===== src/source/stack_cfg.svh =====
`ifndef STACK_CFG_SVH
`define STACK_CFG_SVH

// Word address and data widths
`define ADDR_WIDTH        14
`define DATA_WIDTH        32
`define OPCODE_WIDTH      4

// Memory map, word addresses
`define CODE_AREA_SIZE    4096         // Code at 0 .. 4095
`define PRIV_STACK_TOP    4096         // Lowest kernel stack word
`define PRIV_STACK_BOTTOM 6143         // First kernel push lands here
`define USER_STACK_TOP    6144         // Lowest user stack word
`define USER_STACK_BOTTOM 8191         // First user push lands here
`define DATA_AREA_BASE    8192         // Data up to the top of memory

// SP value of an empty stack
`define SP_EMPTY          32'hffff_ffff

`endif


===== src/source/stack_pkg.sv =====
`include "stack_cfg.svh"

package stack_pkg;

    typedef enum logic [`OPCODE_WIDTH-1:0] {
        NOP   = 4'h0,
        PUSHI = 4'h1,                  // Push zero-extended immediate
        PUSHM = 4'h2,                  // Push mem[operand]
        POPM  = 4'h3,                  // Pop into mem[operand]
        SETK  = 4'h4,                  // Kernel mode, empty stack
        SETU  = 4'h5,                  // User mode, empty stack
        HALT  = 4'h6
    } opcode_e;

    typedef enum logic [2:0] {
        IDLE,
        FETCH,
        DECODE,
        READ,
        WRITE,
        HALTED
    } cpu_state_e;

    typedef enum logic [2:0] {
        SP_HOLD,
        SP_INC,                        // Pop with items left
        SP_DEC,                        // Push onto non-empty stack
        SP_LOAD_BOTTOM,                // First push
        SP_SET_EMPTY                   // Last pop or mode switch
    } sp_ctrl_e;

    typedef struct packed {
        opcode_e                                   opcode;
        logic [`DATA_WIDTH-`OPCODE_WIDTH-1:0]      operand;
    } instr_t;

    typedef struct packed {
        logic                   wr_en;
        logic [`ADDR_WIDTH-1:0] addr;
        logic [`DATA_WIDTH-1:0] wdata;
    } mem_req_t;

endpackage


===== src/source/mem_addr_handler.sv =====
`timescale 1ns/1ps
`include "stack_cfg.svh"

module mem_addr_handler import stack_pkg::*; (
    input  logic                   clk,
    input  logic                   rst,
    input  logic [`ADDR_WIDTH-1:0] pc,
    input  logic [`DATA_WIDTH-1:0] sp,
    input  logic                   is_kernel,
    input  opcode_e                opcode,
    input  logic [`ADDR_WIDTH-1:0] operand_addr,
    output logic [`ADDR_WIDTH-1:0] next_pc,
    output logic [`DATA_WIDTH-1:0] next_sp,
    output sp_ctrl_e               sp_ctrl,
    output logic [`ADDR_WIDTH-1:0] stack_addr,
    output logic [`ADDR_WIDTH-1:0] data_addr,
    output logic                   stack_fault
);

    logic [`DATA_WIDTH-1:0] min_stack;
    logic [`DATA_WIDTH-1:0] max_stack;
    logic                   stack_empty;
    logic                   has_room;
    logic                   has_many;
    logic                   is_push;

    assign next_pc   = pc + 1'b1;
    assign data_addr = operand_addr;   // No protection on the data area

    // Stack grows downward, top is the lowest address
    assign min_stack = is_kernel ? `PRIV_STACK_TOP : `USER_STACK_TOP;
    assign max_stack = is_kernel ? `PRIV_STACK_BOTTOM : `USER_STACK_BOTTOM;

    assign stack_empty = (sp == `SP_EMPTY);
    assign has_room    = !stack_empty && (sp > min_stack);    // Not full
    assign has_many    = !stack_empty && (sp < max_stack);    // More than one item
    assign is_push     = (opcode == PUSHI) || (opcode == PUSHM);

    always_comb begin
        sp_ctrl     = SP_HOLD;
        stack_fault = 1'b0;
        case (opcode)
            PUSHI, PUSHM: begin
                if (stack_empty) begin
                    sp_ctrl = SP_LOAD_BOTTOM;
                end else if (has_room) begin
                    sp_ctrl = SP_DEC;
                end else begin
                    stack_fault = 1'b1;       // Overflow, SP stays put
                end
            end
            POPM: begin
                if (stack_empty) begin
                    stack_fault = 1'b1;       // Underflow
                end else if (has_many) begin
                    sp_ctrl = SP_INC;
                end else begin
                    sp_ctrl = SP_SET_EMPTY;
                end
            end
            SETK, SETU: sp_ctrl = SP_SET_EMPTY;
            default:    sp_ctrl = SP_HOLD;
        endcase
    end

    always_comb begin
        case (sp_ctrl)
            SP_INC:         next_sp = sp + 1'b1;
            SP_DEC:         next_sp = sp - 1'b1;
            SP_LOAD_BOTTOM: next_sp = max_stack;
            SP_SET_EMPTY:   next_sp = `SP_EMPTY;
            default:        next_sp = sp;
        endcase
    end

    // Push writes the new slot, pop reads the current one
    assign stack_addr = is_push ? next_sp[`ADDR_WIDTH-1:0] : sp[`ADDR_WIDTH-1:0];

    // Holds only while SP and mode registers stay consistent across updates
    a_sp_in_bounds: assert property (@(posedge clk) disable iff (rst)
        (next_sp != `SP_EMPTY) |-> (next_sp >= min_stack) && (next_sp <= max_stack))
        else $error("next_sp %0h outside active stack", next_sp);

endmodule


===== config.mk =====
export PLATFORM = sky130hd
export DESIGN_NAME = mem_addr_handler
export DESIGN_NICKNAME = d
export VERILOG_FILES = /design/src/source/stack_pkg.sv /design/src/source/mem_addr_handler.sv
export VERILOG_INCLUDE_DIRS = /design/src /design/src/source
export SDC_FILE = /design/constraint.sdc
export NUM_CORES = 1
export LEC_CHECK = 0
export BUFFER_PORTS_ARGS = -buffer_cell sky130_fd_sc_hd__buf_4
export CAP_MARGIN = 40
export CORE_MARGIN = 2
export CORE_UTILIZATION = 30
export DETAILED_ROUTE_END_ITERATION = 12
export PLACE_DENSITY = 0.65
export SETUP_SLACK_MARGIN = 0.02
export SLEW_MARGIN = 20
export SYNTH_ARGS = -nofsm -noshare
export SYNTH_HDL_FRONTEND = slang
export SYNTH_SLANG_ARGS = --single-unit

===== constraint.sdc =====
create_clock -name vclk -period 7.9
set_clock_uncertainty 0.15 [all_clocks]
set_input_delay 0.395 -clock vclk [all_inputs]
set_output_delay 0.395 -clock vclk [all_outputs]
set_load 0.03 [all_outputs]

==> metrics.yaml <==
timing:
  period_minus_slack_ns: 6.11
  worst_slew_pin_slew_ns: 0.789
  setup_viol: 0
  period_share: 0.774
  fmaxAchievable_mhz: 164
  drv_slew: 0
  hold_violations: 0
  slew_headroom: 0.472
  finalSetupTns_ns: 0
  worst_slack_ns: 1.79
  rsz0062_at_grt: "no"
layout:
  seq_area_um2: 0
  stdcell_area_um2: 3650
  seq_cell_count: 0
  finish.net_count: 611
  fillers: 979
  drive_gt1_frac: 0.264
  antenna_cells: 0
  postLayoutCoreUtil: 0.401
  nClkBuffers: 0
  syn2layout_area_growth_pct: 31.6
detailed_routing:
  drt_pre_antenna_iters: 4
  drcViolationCount: 0
  finalWirelength_um: 9120
  vias: 3427
  vias_per_cell: 5.54
  drt_iter0_drc: 151
  avgRoutedWirePerCell_um: 14.7
  antenna_left: 0
global_route:
  grt_pass1_wl_um: 14400
  grt_max_degree: 34
  overflow: 0
  antenna_found_initial: 0
  gr-usage-all-layers: 0.168
  grt_pass1_vias: 3159
power:
  powerDensity_nw_per_um2: 83.6
  p_leak_nw: 1.72
  p_total_w: 0.000305
  peakVddDrop_v: 0.0000341
worst_setup_path:
  end_kind: "output pin"
  worstSetupStartpointType: "input pin"
  cp.arrival_ns: 5.57
  critPathRequiredTime_ns: 7.36
  worst-setup-path-type: "input pin to output pin"
  crit_start: "sp[11]"
  cp_max_fo: 20
hold_path:
  hp-start: "operand_addr[12]"
  hold_class: "input pin to output pin"
clock_tree:
  ctsHoldBuffers: 0
  cts_setup_buffers: 0
  cts-resized-gates: 0
placement:
  dp_slack_ns: 1.84
  numPortBuffers: 115
  gp_congestion: 0.920
  postPlaceCellArea_um2: 3650
  dp_hpwl_um: 7560
die:
  dieWidth_um: 100
  ios: 145
  placementRows: 35
  die_area_um2: 10000
  die_height_um: 100
  core_area_um2: 9110
  start_util: 0.305
run:
  max-cap-violations: 0
synth:
  synth_area_leader_cell: "ha_1"
  synthCells: 418
  ys_types: 62
  synthTopCellsByArea: "ha_1 (15%), a21oi_1 (9.9%), xnor2_1 (8.2%)"
  syn_avg_cell_area_um2: 6.64
  synth_area_um2: 2780
  synth_top_area_frac: 0.149
  ys_seq_area_frac: 0
  synth_fp_nets: 519
  yosysWarningCount: 0
run_status:
  outcome: "completed"
stage by stage:
| step | hold slack [ns] | instances |
|---|---|---|
| 2_1_floorplan | 0.750 | 418 |
| 3_3_place_gp | 0.640 | 618 |
| 3_5_place_dp | 0.640 | 619 |
| 4_1_cts | 0.640 | 619 |
| 5_1_grt | 0.640 | 619 |
| 6_report | 0.640 | 619 |
worst max-delay path: stages:
cell,delay (ns)
buf_4,0.13
inv_1,0.05
ha_1,0.30
nor4b_1,0.23
a311oi_1,0.17
nor4_2,0.29
inv_1,0.14
nand2_2,0.16
clkinv_1,0.41
nand2_1,0.29
inv_1,0.30
buf_16,0.27
ha_1,0.36
a21o_1,0.19
a21o_1,0.17
a21oi_1,0.14
o21ai_0,0.16
or3b_2,0.49
o221ai_1,0.23
o2111ai_1,0.19
xnor2_1,0.15
o21ai_0,0.16
buf_4,0.19
final cells by class:
type / count / area, µm² / share of cell area
Inverter: 20 / 75.1 / 0.0206
Timing Repair Buffer: 117 / 898 / 0.246
Tap cell: 111 / 139 / 0.0380
Multi-Input combinational cell: 371 / 2540 / 0.695
cells in the mapped netlist (all sizes together), types with 2 or more instances:
library cell / n
a211o: 2
a21o: 11
a21oi: 57
a22o: 2
a22oi: 2
a311oi: 2
a31o: 2
a31oi: 7
a41oi: 3
and2: 3
and3: 8
buf: 20
clkbuf: 7
ha: 33
inv: 19
mux2i: 2
nand2: 33
nand2b: 4
nand3: 16
nand3b: 3
nand4: 14
nor2: 40
nor2b: 3
nor3: 6
nor3b: 2
nor4: 9
o211ai: 4
o21ai: 29
o21bai: 6
o221ai: 2
o22a: 6
o31a: 3
o31ai: 2
or3: 3
xnor2: 26
xor2: 12
layout by cell type, fill, tap and decap left out, types with 6 or more instances in the layout:
master,n
nor2_1,40
inv_1,19
nand3_1,16
ha_1,33
nor4_1,7
nand4_1,14
a21o_1,11
o21ai_0,26
o21bai_1,6
and3_1,8
o22a_1,6
buf_4,116
nand2_1,32
xor2_1,12
a31oi_1,6
a21oi_1,55
xnor2_1,26
cell families (layout without fill, tap and decap cells):
family | after synthesis | after routing | synth area share
compound gates | 147 | 147 | 0.349
xor+xnor | 38 | 38 | 0.120
fa+ha+maj | 34 | 34 | 0.156
buf+inv | 47 | 137 | 0.0852
mux | 2 | 2 | 0.00721
simple gates | 150 | 150 | 0.283
per-layer routing:
metal | GRT usage | share of wire | vias up
li1 | - | - | 1736
met1 | 0.210 | 0.44 | 1575
met2 | 0.332 | 0.51 | 114
met3 | 0.00487 | 0.051 | 2
met4 | 0.00843 | 0.00044 | 0
met5 | 0 | 0 | -
worst paths after layout:
path                            end  slack (ns)  cells after the start
worst max-delay path    next_sp[25]        1.79                     23
worst min-delay path  data_addr[12]        0.64                      0
power breakdown:
| group | internal, W | switching, W |
|---|---|---|
| Combinational | 0.000122 | 0.000183 |
| Clock | 0 | 0 |
| Sequential | 0 | 0 |
| Total | 0.000122 | 0.000183 |
Power figures use the tool's default switching activity.
