### config.mk
export PLATFORM = sky130hd
export DESIGN_NAME = cpu_control_fsm
export DESIGN_NICKNAME = d
export VERILOG_FILES = /design/src/source/stack_pkg.sv /design/src/source/cpu_control_fsm.sv
export VERILOG_INCLUDE_DIRS = /design/src /design/src/source
export SDC_FILE = /design/constraint.sdc
export NUM_CORES = 1
export LEC_CHECK = 0
export ABC_CLOCK_PERIOD_IN_PS = 3200
export BUFFER_PORTS_ARGS = -buffer_cell sky130_fd_sc_hd__buf_4
export CELL_PAD_IN_SITES_DETAIL_PLACEMENT = 1
export CELL_PAD_IN_SITES_GLOBAL_PLACEMENT = 1
export CORE_MARGIN = 1.5
export CORE_UTILIZATION = 27
export DETAILED_ROUTE_END_ITERATION = 16
export HOLD_SLACK_MARGIN = 0.15
export PLACE_DENSITY = 0.88
export SYNTH_ARGS = -nofsm -noshare
export SYNTH_HDL_FRONTEND = slang
export SYNTH_SLANG_ARGS = --single-unit
export TNS_END_PERCENT = 20
### constraint.sdc
create_clock -name clk -period 3.2 [get_ports clk]
set_clock_uncertainty 0.2 [all_clocks]
set_input_delay 0.96 -clock clk [delete_from_list [all_inputs] [get_ports clk]]
set_output_delay 0.96 -clock clk [all_outputs]
set_load 0.05 [all_outputs]
### src/source/stack_cfg.svh
`ifndef STACK_CFG_SVH
`define STACK_CFG_SVH

// Word address and data widths
`define ADDR_WIDTH        14
`define DATA_WIDTH        32
`define OPCODE_WIDTH      4

// Memory map, word addresses
`define CODE_AREA_SIZE    4096         // Code at 0 .. 4095
`define PRIV_STACK_TOP    4096         // Lowest kernel stack word
`define PRIV_STACK_BOTTOM 6143         // First kernel push lands here
`define USER_STACK_TOP    6144         // Lowest user stack word
`define USER_STACK_BOTTOM 8191         // First user push lands here
`define DATA_AREA_BASE    8192         // Data up to the top of memory

// SP value of an empty stack
`define SP_EMPTY          32'hffff_ffff

`endif

### src/source/stack_pkg.sv
`include "stack_cfg.svh"

package stack_pkg;

    typedef enum logic [`OPCODE_WIDTH-1:0] {
        NOP   = 4'h0,
        PUSHI = 4'h1,                  // Push zero-extended immediate
        PUSHM = 4'h2,                  // Push mem[operand]
        POPM  = 4'h3,                  // Pop into mem[operand]
        SETK  = 4'h4,                  // Kernel mode, empty stack
        SETU  = 4'h5,                  // User mode, empty stack
        HALT  = 4'h6
    } opcode_e;

    typedef enum logic [2:0] {
        IDLE,
        FETCH,
        DECODE,
        READ,
        WRITE,
        HALTED
    } cpu_state_e;

    typedef enum logic [2:0] {
        SP_HOLD,
        SP_INC,                        // Pop with items left
        SP_DEC,                        // Push onto non-empty stack
        SP_LOAD_BOTTOM,                // First push
        SP_SET_EMPTY                   // Last pop or mode switch
    } sp_ctrl_e;

    typedef struct packed {
        opcode_e                                   opcode;
        logic [`DATA_WIDTH-`OPCODE_WIDTH-1:0]      operand;
    } instr_t;

    typedef struct packed {
        logic                   wr_en;
        logic [`ADDR_WIDTH-1:0] addr;
        logic [`DATA_WIDTH-1:0] wdata;
    } mem_req_t;

endpackage

### src/source/cpu_control_fsm.sv
`timescale 1ns/1ps
`include "stack_cfg.svh"

module cpu_control_fsm import stack_pkg::*; (
    input  logic                   clk,
    input  logic                   rst,
    input  logic                   start,
    input  logic [`DATA_WIDTH-1:0] mem_rdata,
    input  logic [`ADDR_WIDTH-1:0] pc,
    input  logic [`ADDR_WIDTH-1:0] stack_addr,
    input  logic [`ADDR_WIDTH-1:0] data_addr,
    input  logic                   stack_fault,
    input  sp_ctrl_e               sp_ctrl_in,
    output cpu_state_e             state,
    output instr_t                 instr,
    output logic [`DATA_WIDTH-1:0] operand_word,
    output logic                   pc_load,
    output logic                   sp_load,
    output logic                   mode_load,
    output logic                   mode_kernel,
    output mem_req_t               core_req,
    output logic                   retire,
    output logic                   fault,
    output logic                   halted
);

    cpu_state_e next_state;
    instr_t     fetched;
    logic       writes_mem;

    assign fetched = instr_t'(mem_rdata);  // Valid in DECODE

    always_ff @(posedge clk) begin
        if (rst) begin
            state <= IDLE;
        end else begin
            state <= next_state;
        end
    end

    always_ff @(posedge clk) begin
        if (state == DECODE) begin
            instr <= fetched;
        end
    end

    always_comb begin
        next_state = state;
        case (state)
            IDLE, HALTED: if (start) next_state = FETCH;
            FETCH:        next_state = DECODE;
            DECODE: begin
                case (fetched.opcode)
                    HALT:        next_state = HALTED;
                    PUSHM, POPM: next_state = READ;
                    default:     next_state = WRITE;
                endcase
            end
            READ:         next_state = WRITE;
            default:      next_state = FETCH;    // WRITE retires
        endcase
    end

    // Immediate for PUSHI, otherwise the word read in READ
    assign operand_word = (instr.opcode == PUSHI) ? `DATA_WIDTH'(instr.operand) : mem_rdata;
    assign writes_mem   = (instr.opcode inside {PUSHI, PUSHM, POPM}) && !stack_fault;

    always_comb begin
        core_req = '0;
        case (state)
            FETCH: core_req.addr = pc;
            READ:  core_req.addr = (instr.opcode == PUSHM) ? data_addr : stack_addr;
            WRITE: begin
                core_req.wr_en = writes_mem;
                core_req.addr  = (instr.opcode == POPM) ? data_addr : stack_addr;
                core_req.wdata = operand_word;
            end
            default: core_req = '0;
        endcase
    end

    assign retire      = (state == WRITE) || ((state == DECODE) && (fetched.opcode == HALT));
    assign fault       = (state == WRITE) && stack_fault;
    assign pc_load     = retire;
    assign sp_load     = (state == WRITE) && (sp_ctrl_in != SP_HOLD);
    assign mode_load   = (state == WRITE) && (instr.opcode inside {SETK, SETU});
    assign mode_kernel = (instr.opcode == SETK);
    assign halted      = (state == HALTED);

    a_retire_state: assert property (@(posedge clk) disable iff (rst)
        retire |-> !(state inside {IDLE, HALTED}) ##1 (state inside {FETCH, HALTED}))
        else $error("retire outside an instruction's last cycle");

    // A faulting stack op must leave memory and SP alone
    a_fault_quiet: assert property (@(posedge clk) disable iff (rst)
        fault |-> retire && !core_req.wr_en && !sp_load)
        else $error("fault without clean retire");

endmodule

==> results.yml <==
power:
  power_mw: 1.427
  power.leakage_nw: 2.098
  ir_drop_uv: 148.5
  p_per_area_mw_per_mm2: 313.5
timing:
  hold_viol: 0
  setup_viol: 3
  slew_headroom_pct: 65.60
  finalCritPeriodShare_pct: 100.3
  rsz0062_at_grt: "yes"
  min_period_ns: 3.209
  clock.fmax_mhz: 311.6
  tns_ns: -0.01703
  post-route-worst-setup-slack_ns: -0.009005
  slew_viol_final: 0
  tightest_slew_ns: 0.5160
worst_setup_path:
  ff2ff_setup_slack_ns: 1.37
  crit_top_cell: "buf_6"
  crit_required_ns: 2.04
  cp.arrival_ns: 2.05
  crit_fanout: 8
  critPathMaxStageDelay_ns: 0.44
  worstSetupStartpointType: "register"
  critical-path-slowest-cell: "edfxtp_1"
  path_cells: "nor4b_4 > buf_6 > buf_12 > mux2_4 > and2b_1 > buf_6"
  path_class: "register to primary output"
  end_kind: "primary output"
  r2r-end: "instr[21]"
  r2r-start: "state[1]"
  reg2reg_depth: 4
route:
  drc: 0
  drt-vias-per-instance: 4.998
  vias: 2744
  drt_iter0_drc: 75
  ant_nets: 0
  drt-total-wl_mm: 10.43
  dr.pass1.iters: 4
  wl_per_cell_um: 19.00
die:
  coreArea_mm2: 0.008636
  die_w_um: 96.98
  die_h_um: 96.98
  rows: 34
  die_area_mm2: 0.009405
  io_pins: 202
  start_util_pct: 27.62
run_status:
  status: "finished with violations"
  violations: "negative setup slack"
place:
  gp_congestion: 0.7378
  numPortBuffers: 201
  dp_hpwl_mm: 7.354
logic_synthesis:
  syn_area_per_cell_um2: 10.60
  synth.yosys.seq_area_share_pct: 42.81
  synth-seq-cells: 35
  synth_nets: 306
  yosys_warnings: 0
  syn-cell-area_mm2: 0.002385
  synthCells: 225
  yosysUniqueCellTypes: 31
grt:
  antenna_found_initial: 0
  grt_pass1_vias: 2826
  grt_max_degree: 33
  grt_use_total_pct: 19.83
  grt_pass1_wl_mm: 14.91
  grt_overflow: 0
final_layout:
  layout_commonest_cell: "buf_4"
  area_growth_pct: 90.92
  num-nets-final: 521
  drive_gt1_share_pct: 63.72
  antenna_cells: 0
  layout_common_cells: "189 x buf_4, 32 x edfxtp_1, 30 x buf_6, 28 x nand3_1, 21 x mux2_4"
clock_tree:
  clk_pin_slew_ns: 0.08
  clock_latency_ns: 0.29
  cts_tree: "yes"
  cts.sinks: 35
  ctsLongestPathBuffers: 2
  htreeDepth: 2
  numCtsBuffers: 5
  cts_root_buffer: "clkbuf_8"
run:
  maxCapViolCount: 0
hold_path:
  hold_end: "state[1]"
  holdPathStages: 2
  min_path_type: "register to register"
  worstHoldStart: "state[2]"
synth_stat cells:
cell type	instances	share of area (%)
and3b_1	1	0.37
and3_1	1	0.26
nor2_1	9	1.4
o21ai_0	3	0.63
o2111ai_1	14	5.1
and2b_1	22	6.9
a21oi_1	2	0.42
and4bb_2	1	0.52
nor4b_4	1	1.0
nor2b_1	12	3.1
a221oi_1	1	0.37
inv_1	1	0.16
and2_1	1	0.26
buf_4	1	0.31
nor3_1	4	0.84
dfxtp_1	3	2.5
buf_2	5	1.0
mux2_2	25	12
or4b_2	1	0.42
nor4bb_1	1	0.42
buf_1	2	0.31
nand2b_1	1	0.26
nor3b_1	5	1.6
clkbuf_1	7	1.1
mux2_1	3	1.4
mux2i_1	14	5.9
buf_6	4	1.9
edfxtp_1	32	40
nand2_1	18	2.8
nand3_1	29	6.1
nor4b_1	1	0.37
metal layers:
layer  part of all wire [%]  global-route usage [%]  up-vias  wire, um
met5                      0                       0        -         0
met4                    2.4                   6.800        0       254
met3                    5.2                   4.191       21       543
met2                     55                   37.33      108      5759
met1                     37                   21.82     1349      3877
li1                       -                       -     1266         -
repair_timing:
item / in CTS / in global routing
hold buffers: 0 / 0
endpoints found under the setup margin: 53 / 42
resized for setup: 7 / 63
pin swaps: 1 / 4
gates cloned: 2 / 3
setup buffers: 5 / 3
state kept, by name (all words and copies together) (netlist names):
name and count:
state 3, instr 32
worst max-delay path: cells and delay by family, from the launching register on:
kind | cells | cell delay (ns)
buf+inv | 3 | 0.51
simple gates | 2 | 0.48
flops | 1 | 0.44
mux | 1 | 0.32
kinds of logic after synthesis:
family                 after synthesis  synth area share, %
flip-flops                          35                42.81
AND/OR/NAND/NOR                    108                26.71
buffers and inverters               20                4.827
AO/OA/AOI/OAI                       20                6.558
multiplexers                        42                19.10
report_power, final:
part / leakage [nW] / internal, mW / switching [mW]
logic: 1.73 / 0.220 / 0.360
registers: 0.316 / 0.519 / 0.00971
clock network: 0.0477 / 0.149 / 0.169
cell type report:
cell class,instances,area (um2)
multi-input combinational,171,1428
clock buffer,5,68.82
sequential,35,1021
fill,943,4083
tap,108,135.1
timing repair buffer,226,1882
clock inverter,3,15.01
inverter,1,3.754
metrics by stage:
step | setup WS, ns | std cells | hold slack, ns | cell area [um2] | utilization, %
after floorplan | -0.3908 | 225 | 0.5598 | 2444 | -
after global placement | 0.1534 | 528 | 0.3805 | 4098 | 47.45
after detailed placement | 0.1035 | 528 | 0.3953 | 4098 | 47.45
after CTS | -0.03922 | 543 | 0.4062 | 4252 | 49.23
after global routing | -0.08004 | 549 | 0.4396 | 4553 | 52.72
final | -0.009005 | 549 | 0.4015 | 4553 | 52.72
how the worst max path moves through the flow:
stage	cells past startpoint	start	slack, ns	endpoint
finish	6	instr[30]	-0.009	core_req[25]
global route	6	instr[30]	-0.08	core_req[15]
detailed placement	4	instr[31]	0.10	core_req[37]
floorplan	4	state[2]	-0.39	core_req[28]
CTS	6	instr[29]	-0.04	core_req[14]
global placement	4	instr[31]	0.15	core_req[40]
Note: power is estimated with default switching activity, not from simulation.
