===== config.mk =====
export PLATFORM = sky130hd
export DESIGN_NAME = pc_sp_regs
export DESIGN_NICKNAME = d
export VERILOG_FILES = /design/src/source/pc_sp_regs.sv
export VERILOG_INCLUDE_DIRS = /design/src /design/src/source
export SDC_FILE = /design/constraint.sdc
export NUM_CORES = 1
export LEC_CHECK = 0
export BUFFER_PORTS_ARGS = -buffer_cell sky130_fd_sc_hd__buf_2
export CAP_MARGIN = 20
export CORE_MARGIN = 5
export CORE_UTILIZATION = 42
export DETAILED_ROUTE_END_ITERATION = 6
export GPL_ROUTABILITY_DRIVEN = 0
export PLACE_DENSITY_LB_ADDON = 0.1
export RECOVER_POWER = 100
export SLEW_MARGIN = 30
export SYNTH_ARGS = -nofsm -noshare
export SYNTH_HDL_FRONTEND = slang
export SYNTH_SLANG_ARGS = --single-unit
export TNS_END_PERCENT = 5

===== constraint.sdc =====
create_clock -name clk -period 1 [get_ports clk]
set_input_delay 0.05 -clock clk [delete_from_list [all_inputs] [get_ports clk]]
set_output_delay 0.05 -clock clk [all_outputs]
set_load 0.05 [all_outputs]

===== src/source/stack_cfg.svh =====
`ifndef STACK_CFG_SVH
`define STACK_CFG_SVH

// Word address and data widths
`define ADDR_WIDTH        14
`define DATA_WIDTH        32
`define OPCODE_WIDTH      4

// Memory map, word addresses
`define CODE_AREA_SIZE    4096         // Code at 0 .. 4095
`define PRIV_STACK_TOP    4096         // Lowest kernel stack word
`define PRIV_STACK_BOTTOM 6143         // First kernel push lands here
`define USER_STACK_TOP    6144         // Lowest user stack word
`define USER_STACK_BOTTOM 8191         // First user push lands here
`define DATA_AREA_BASE    8192         // Data up to the top of memory

// SP value of an empty stack
`define SP_EMPTY          32'hffff_ffff

`endif


===== src/source/pc_sp_regs.sv =====
`timescale 1ns/1ps
`include "stack_cfg.svh"

module pc_sp_regs (
    input  logic                   clk,
    input  logic                   rst,
    input  logic                   start,
    input  logic                   pc_load,
    input  logic [`ADDR_WIDTH-1:0] next_pc,
    input  logic                   sp_load,
    input  logic [`DATA_WIDTH-1:0] next_sp,
    input  logic                   mode_load,
    input  logic                   mode_kernel,
    output logic [`ADDR_WIDTH-1:0] pc,
    output logic [`DATA_WIDTH-1:0] sp,
    output logic                   is_kernel
);

    always_ff @(posedge clk) begin
        if (rst || start) begin
            pc        <= '0;
            sp        <= `SP_EMPTY;
            is_kernel <= 1'b1;            // Programs start privileged
        end else begin
            if (pc_load) begin
                pc <= next_pc;
            end
            if (sp_load) begin
                sp <= next_sp;
            end
            if (mode_load) begin
                is_kernel <= mode_kernel;
            end
        end
    end

    a_pc_in_code: assert property (@(posedge clk) disable iff (rst)
        pc_load |=> (pc < `CODE_AREA_SIZE))
        else $error("pc %0d left the code area", pc);

    // Start is only honored while no instruction is in flight
    a_start_idle: assert property (@(posedge clk) disable iff (rst)
        start |-> !pc_load && !sp_load && !mode_load)
        else $error("start collided with a register update");

endmodule


==> flow_summary_export.csv, run 1 <==
group,metric,value,unit
timing,rsz0062_at_grt,"no",
critical_path,path_max_fanout,2,
detailed_routing,drt_iter0_drc,35,
global_route,grt_pass1_wl,6.879,mm
floorplanning,row_count,23,
floorplanning,die_h,73.09,um
timing,hold_viol_final,0,
hold_path,holdCritPathClass,"in -> reg",
clocking,cts_max_level,2,
power_and_ir_drop,finalPower,3.812,mW
global_route,grt_usage,16.50,%
floorplanning,initial_core_util,42.40,%
clocking,cts.sink_count,47,
cells_and_area,antenna_cells,0,
critical_path,path_delay_family,"flip-flops",
timing,max_freq,1.049,GHz
clocking,cts_inserted_buffers,5,
critical_path,r2r_setup_slack,0.31,ns
global_route,grt.busiest_layer,"met2",
clocking,postCtsSetupBuffers,0,
run_status,status,"finished clean",
timing,worst_slew_pin_slew,0.4536,ns
cells_and_area,drive_above_1_share,38.01,%
global_route,antenna_found_initial,0,
critical_path,cp.required,0.95,ns
critical_path,cp_cell_sequence,"clkbuf_2",
cells_and_area,nets,345,
run,maxCapViolations,0,
timing,maxSlewViolCount,0,
timing,hold_ws,0.005025,ns
synth,netlist_top_cells_area,"dfxtp_1 56%, mux2i_1 28%, nand2_1 7.4%",
synth,synth_edf_count,0,
synth,synthCells,154,
detailed_routing,via_per_inst,4.453,
timing,finalSetupViolCount,0,
detailed_routing,drc,0,
critical_path,start_kind,"flip-flop",
synth,synth_top_cell_by_area,"dfxtp_1",
global_route,grt_overflow_total,0,
synth,ys_warn_count,0,
place,dp_slack,0.1945,ns
synth,synth.avg_cell_area,10.85,sq um
timing,period_share,95.31,%
synth,netlist_area,0.001672,sq mm
floorplanning,die_x,73.09,um
critical_path,crit_type,"reg -> out",
global_route,gr-usage-met1,17.95,%
detailed_routing,routedWlPerCell,12.28,um
detailed_routing,wl,4.199,mm
detailed_routing,via_count,1523,
timing,setup_tns,0,ns
power_and_ir_drop,ir_drop,1020,uV
power_and_ir_drop,leakage,1.334,nW
synth,synth_seq_area_share,56.29,%
place,hpwl,2.747,mm
place,placement.io_buffers,99,
critical_path,crit_slowest_cell,"dfxtp_1",
synth,synth_cell_types,8,
timing,slew_headroom,69.76,%
power_and_ir_drop,pwr_density_cell,1402,mW/mm^2
synth,async_flop_share,0,%
synth,synth_top_area_share,56.29,%
timing,layout_setup_ws,0.04690,ns
global_route,met3_usage,6.887,%
global_route,grt_pass1_vias,1618,
critical_path,crit_buf_inv,1,
clocking,cts_tree,"built",
synth,netlist_top_cells_count,"47 x dfxtp_1, 47 x mux2i_1, 33 x nand2_1",
floorplanning,die_area,0.005341,sq mm
timing,finClkSkew,0,ns
floorplanning,core_area,0.003943,sq mm
global_route,grtUsageMet2,27.71,%
synth,synth-main-ff-cell,"dfxtp_1",
critical_path,max_stage_delay,0.34,ns
clocking,clockBufferDepth,2,
floorplanning,io_pins,100,
clocking,cts_root_buf,"clkbuf_8",
synth,yosys_register_bits,47,
clocking,path_clk_slew,0.08,ns
clocking,clock_latency,0.29,ns
detailed_routing,drtPass1Iterations,4,
detailed_routing,ant_nets,0,
timing,fin_crit,0.9531,ns
cells_and_area,syn2layout_area_growth,62.65,%
critical_path,crit_arrival,0.90,ns
synth,synth_nets,207,
global_route,grt_max_degree,34,
critical_path,critPathCaptureType,"output pin",
==> flip-flops by register name, summed over array words and instances, names as in the netlist <==
name       count
sp            32
pc            14
is_kernel      1
==> metrics by stage <==
step | util (%) | cell area [sq um] | cells
4_1_cts | 68.58 | 2704 | 342
6_report | 68.96 | 2719 | 342
3_5_place_dp | 56.46 | 2226 | 296
2_1_floorplan | - | 1672 | 154
3_3_place_gp | 56.46 | 2226 | 296
5_1_grt | 68.96 | 2719 | 342
==> cells by family (layout without fill, tap and decap cells) <==
family | after synthesis | count (layout) | share of synthesized area (%)
mux | 47 | 47 | 28.14
flops | 47 | 47 | 56.29
simple gates | 49 | 49 | 11.15
buf+inv | 11 | 149 | 4.416
==> worst paths after layout <==
check        startpoint  endpoint  cells after the start
max              sp[22]    sp[22]                      1
min          next_pc[8]     pc[8]                      3
max reg2reg      sp[25]    sp[25]                      2
min reg2reg      sp[15]    sp[15]                      2
==> cell usage in the layout, fill, tap and decap left out <==
cell / Yosys / final
clkbuf_2: 0 / 6
clkinv_2: 0 / 1
nand2_1: 33 / 33
clkbuf_4: 0 / 6
nor2_2: 0 / 1
or2_1: 1 / 1
buf_4: 5 / 1
dfxtp_1: 47 / 47
dlygate4sd3_1: 0 / 39
mux2i_1: 47 / 47
nor2_1: 15 / 14
buf_2: 5 / 87
buf_12: 0 / 3
clkbuf_8: 0 / 6
==> final cells by class <==
cell class	instances	area, sq um
fill	288	1224
timing repair buffer	142	968.4
sequential	47	940.9
multi-input combinational	96	659.4
clock buffer	6	82.58
tap	50	62.56
clock inverter	1	5.005
==> per-layer routing <==
metal | up-vias | wire length [um] | part of all wire (%)
li1 | 777 | - | -
met1 | 673 | 1679 | 40
met2 | 61 | 2025 | 48
met3 | 12 | 398 | 9.5
met4 | 0 | 96 | 2.3
met5 | - | 0 | 0
==> timing repair <==
item / 4_1_cts / 5_1_grt
endpoints found under the setup margin: 0 / 6
hold buffers: 39 / 0
endpoints found under the hold margin: 38 / 0
gates resized for setup: 0 / 6
==> power breakdown <==
part / leakage, nW / total [mW] / internal (mW) / switching [mW]
Sequential: 0.384 / 1.96 / 1.93 / 0.0293
Clock: 0.0470 / 1.10 / 0.542 / 0.561
Combinational: 0.903 / 0.748 / 0.334 / 0.413
Total: 1.33 / 3.81 / 2.81 / 1.00
==> worst reg2reg max path, stage by stage, from the launching register on <==
cell and delay, ns:
dfxtp_1 0.33, mux2i_1 0.14, nand2_1 0.10
Note: power is estimated with default switching activity, not from simulation.
==> inputs of run 2 (changes only) <==
Settings changed: CORE_ASPECT_RATIO set to 1.2.
==> flow_summary_export.csv, run 2 (synthesis results as in run 1) <==
group,metric,value,unit
power_and_ir_drop,leakage,1.374,nW
detailed_routing,drtPass1Iterations,3,
cells_and_area,fin_util,72.58,%
floorplanning,io_pins,100,
cells_and_area,nFillCells,285,
run_status,violations,"negative hold slack",
timing,hold_viol_final,1,
global_route,grt_pass1_wl,6.955,mm
clocking,clock_latency,0.29,ns
cells_and_area,seq_area,940.9,sq um
detailed_routing,drt_iter0_drc,65,
critical_path,crit_arrival,0.91,ns
critical_path,start_kind,"flip-flop",
clocking,cts_tree,"built",
global_route,grt_usage,17.07,%
global_route,antenna_found_initial,0,
detailed_routing,via_count,1531,
critical_path,max_stage_delay,0.34,ns
cells_and_area,top_register,"sp",
place,dpl_cell_area,0.002211,sq mm
cells_and_area,syn2layout_area_growth,69.76,%
critical_path,path_delay_family,"flip-flops",
clocking,cts_max_level,2,
cells_and_area,nets,352,
critical_path,crit_slowest_cell,"dfxtp_1",
timing,worst_slew_pin_slew,0.4665,ns
cells_and_area,largest_register_ffs,32,
timing,finClkSkew,0,ns
cells_and_area,multi_input_area,659.4,sq um
power_and_ir_drop,p_clk_share,34.1,%
critical_path,path_max_fanout,2,
power_and_ir_drop,seq_power_share,47.3,%
run,maxCapViolations,0,
global_route,grt_overflow_total,0,
clocking,cts_root_buf,"clkbuf_8",
timing,hold_ws,-0.0005521,ns
critical_path,crit_type,"reg -> out",
cells_and_area,antenna_cells,0,
clocking,cts.sink_count,47,
run_status,status,"complete, but fails checks",
timing,maxSlewViolCount,0,
timing,max_freq,1.045,GHz
detailed_routing,wl,4.478,mm
power_and_ir_drop,power_frac_comb,18.6,%
clocking,clockBufferDepth,2,
critical_path,critPathCaptureType,"output pin",
timing,slew_headroom,68.90,%
place,hpwl,2.682,mm
timing,period_share,95.73,%
cells_and_area,layout_common_cells,"79 x buf_2, 47 x mux2i_1, 47 x dlygate4sd3_1, 47 x dfxtp_1, 33 x nand2_1",
global_route,grt_max_degree,34,
clocking,postCtsSetupBuffers,0,
global_route,grt_pass1_vias,1536,
floorplanning,row_count,25,
cells_and_area,top_regs,"sp (32), pc (14), is_kernel (1)",
power_and_ir_drop,switching_share,25.40,%
critical_path,crit_buf_inv,1,
place,placement.io_buffers,99,
detailed_routing,via_per_inst,4.325,
floorplanning,die_area,0.005347,sq mm
hold_path,holdCritPathClass,"in -> reg",
critical_path,cp.required,0.95,ns
cells_and_area,design_area,0.002838,sq mm
floorplanning,initial_core_util,42.75,%
detailed_routing,routedWlPerCell,12.65,um
floorplanning,die_h,79.11,um
power_and_ir_drop,power.switching,1.053,mW
power_and_ir_drop,ir_drop,1101,uV
floorplanning,core_area,0.003910,sq mm
clocking,path_clk_slew,0.09,ns
timing,fin_crit,0.9573,ns
critical_path,cp_cell_sequence,"buf_2",
cells_and_area,drive_above_1_share,36.67,%
detailed_routing,ant_nets,0,
power_and_ir_drop,pwr_density_cell,1461,mW/mm^2
clocking,cts_inserted_buffers,5,
power_and_ir_drop,internal_power,3.094,mW
cells_and_area,layout_commonest_cell,"buf_2",
floorplanning,die_x,67.59,um
detailed_routing,drc,0,
timing,finalSetupViolCount,0,
[run 2: cell count changes in the layout (fill, tap and decap cells not counted), sizes merged]
cell / previous run / this run
bufinv: 0 / 1
buf: 91 / 82
dlygate4sd3: 39 / 47
clkbuf: 18 / 26
[run 2: repair_timing]
item,CTS,global route
gates resized for setup,0,16
hold buffers,47,0
setup endpoints to repair,0,16
endpoints found under the hold margin,46,0
[run 2: per-stage QoR]
step                  TNS, ns  power, mW  worst slack [ns]  hold slack, ns  std cells
global placement            0      2.617            0.1798          0.2623        299
detailed placement          0      2.619            0.1605          0.2669        299
CTS                         0      4.195           0.01310        0.001078        354
finish                      0      4.147           0.04274      -0.0005521        354
floorplan                   0      2.430            0.1180          0.1777        154
global route        -0.004607      4.347         -0.004607         0.02793        354
[run 2: power by group through the flow]
stage	Combinational, mW	Clock [mW]	Sequential, mW
after floorplan	0.208	0	2.22
after global placement	0.613	0	2.00
after detailed placement	0.617	0	2.00
after CTS	0.758	1.48	1.96
after global routing	0.821	1.56	1.97
final	0.771	1.41	1.96
[run 2: layout make-up]
cell class                 count  area share, %
timing repair buffer         149          37.08
sequential                    47          33.16
multi-input combinational     96          23.24
clock inverter                 2          1.235
clock buffer                   6          2.910
tap                           54          2.381
[run 2: per-layer routing]
layer / routed length (um) / vias up / GRT usage (%)
li1: - / 788 / -
met2: 2242 / 57 / 29.80
met1: 1781 / 681 / 18.51
met3: 401 / 5 / 6.506
met5: 0 / - / 0
met4: 52 / 0 / 5.477
[run 2: path summary, 6_finish.rpt]
path          startpoint  endpoint  slack, ns  cells past startpoint
min reg2reg       sp[31]    sp[31]       0.47                      2
max               sp[13]    sp[13]       0.04                      1
max reg2reg        sp[9]     sp[9]       0.36                      2
min          next_pc[11]    pc[11]    -0.0006                      3
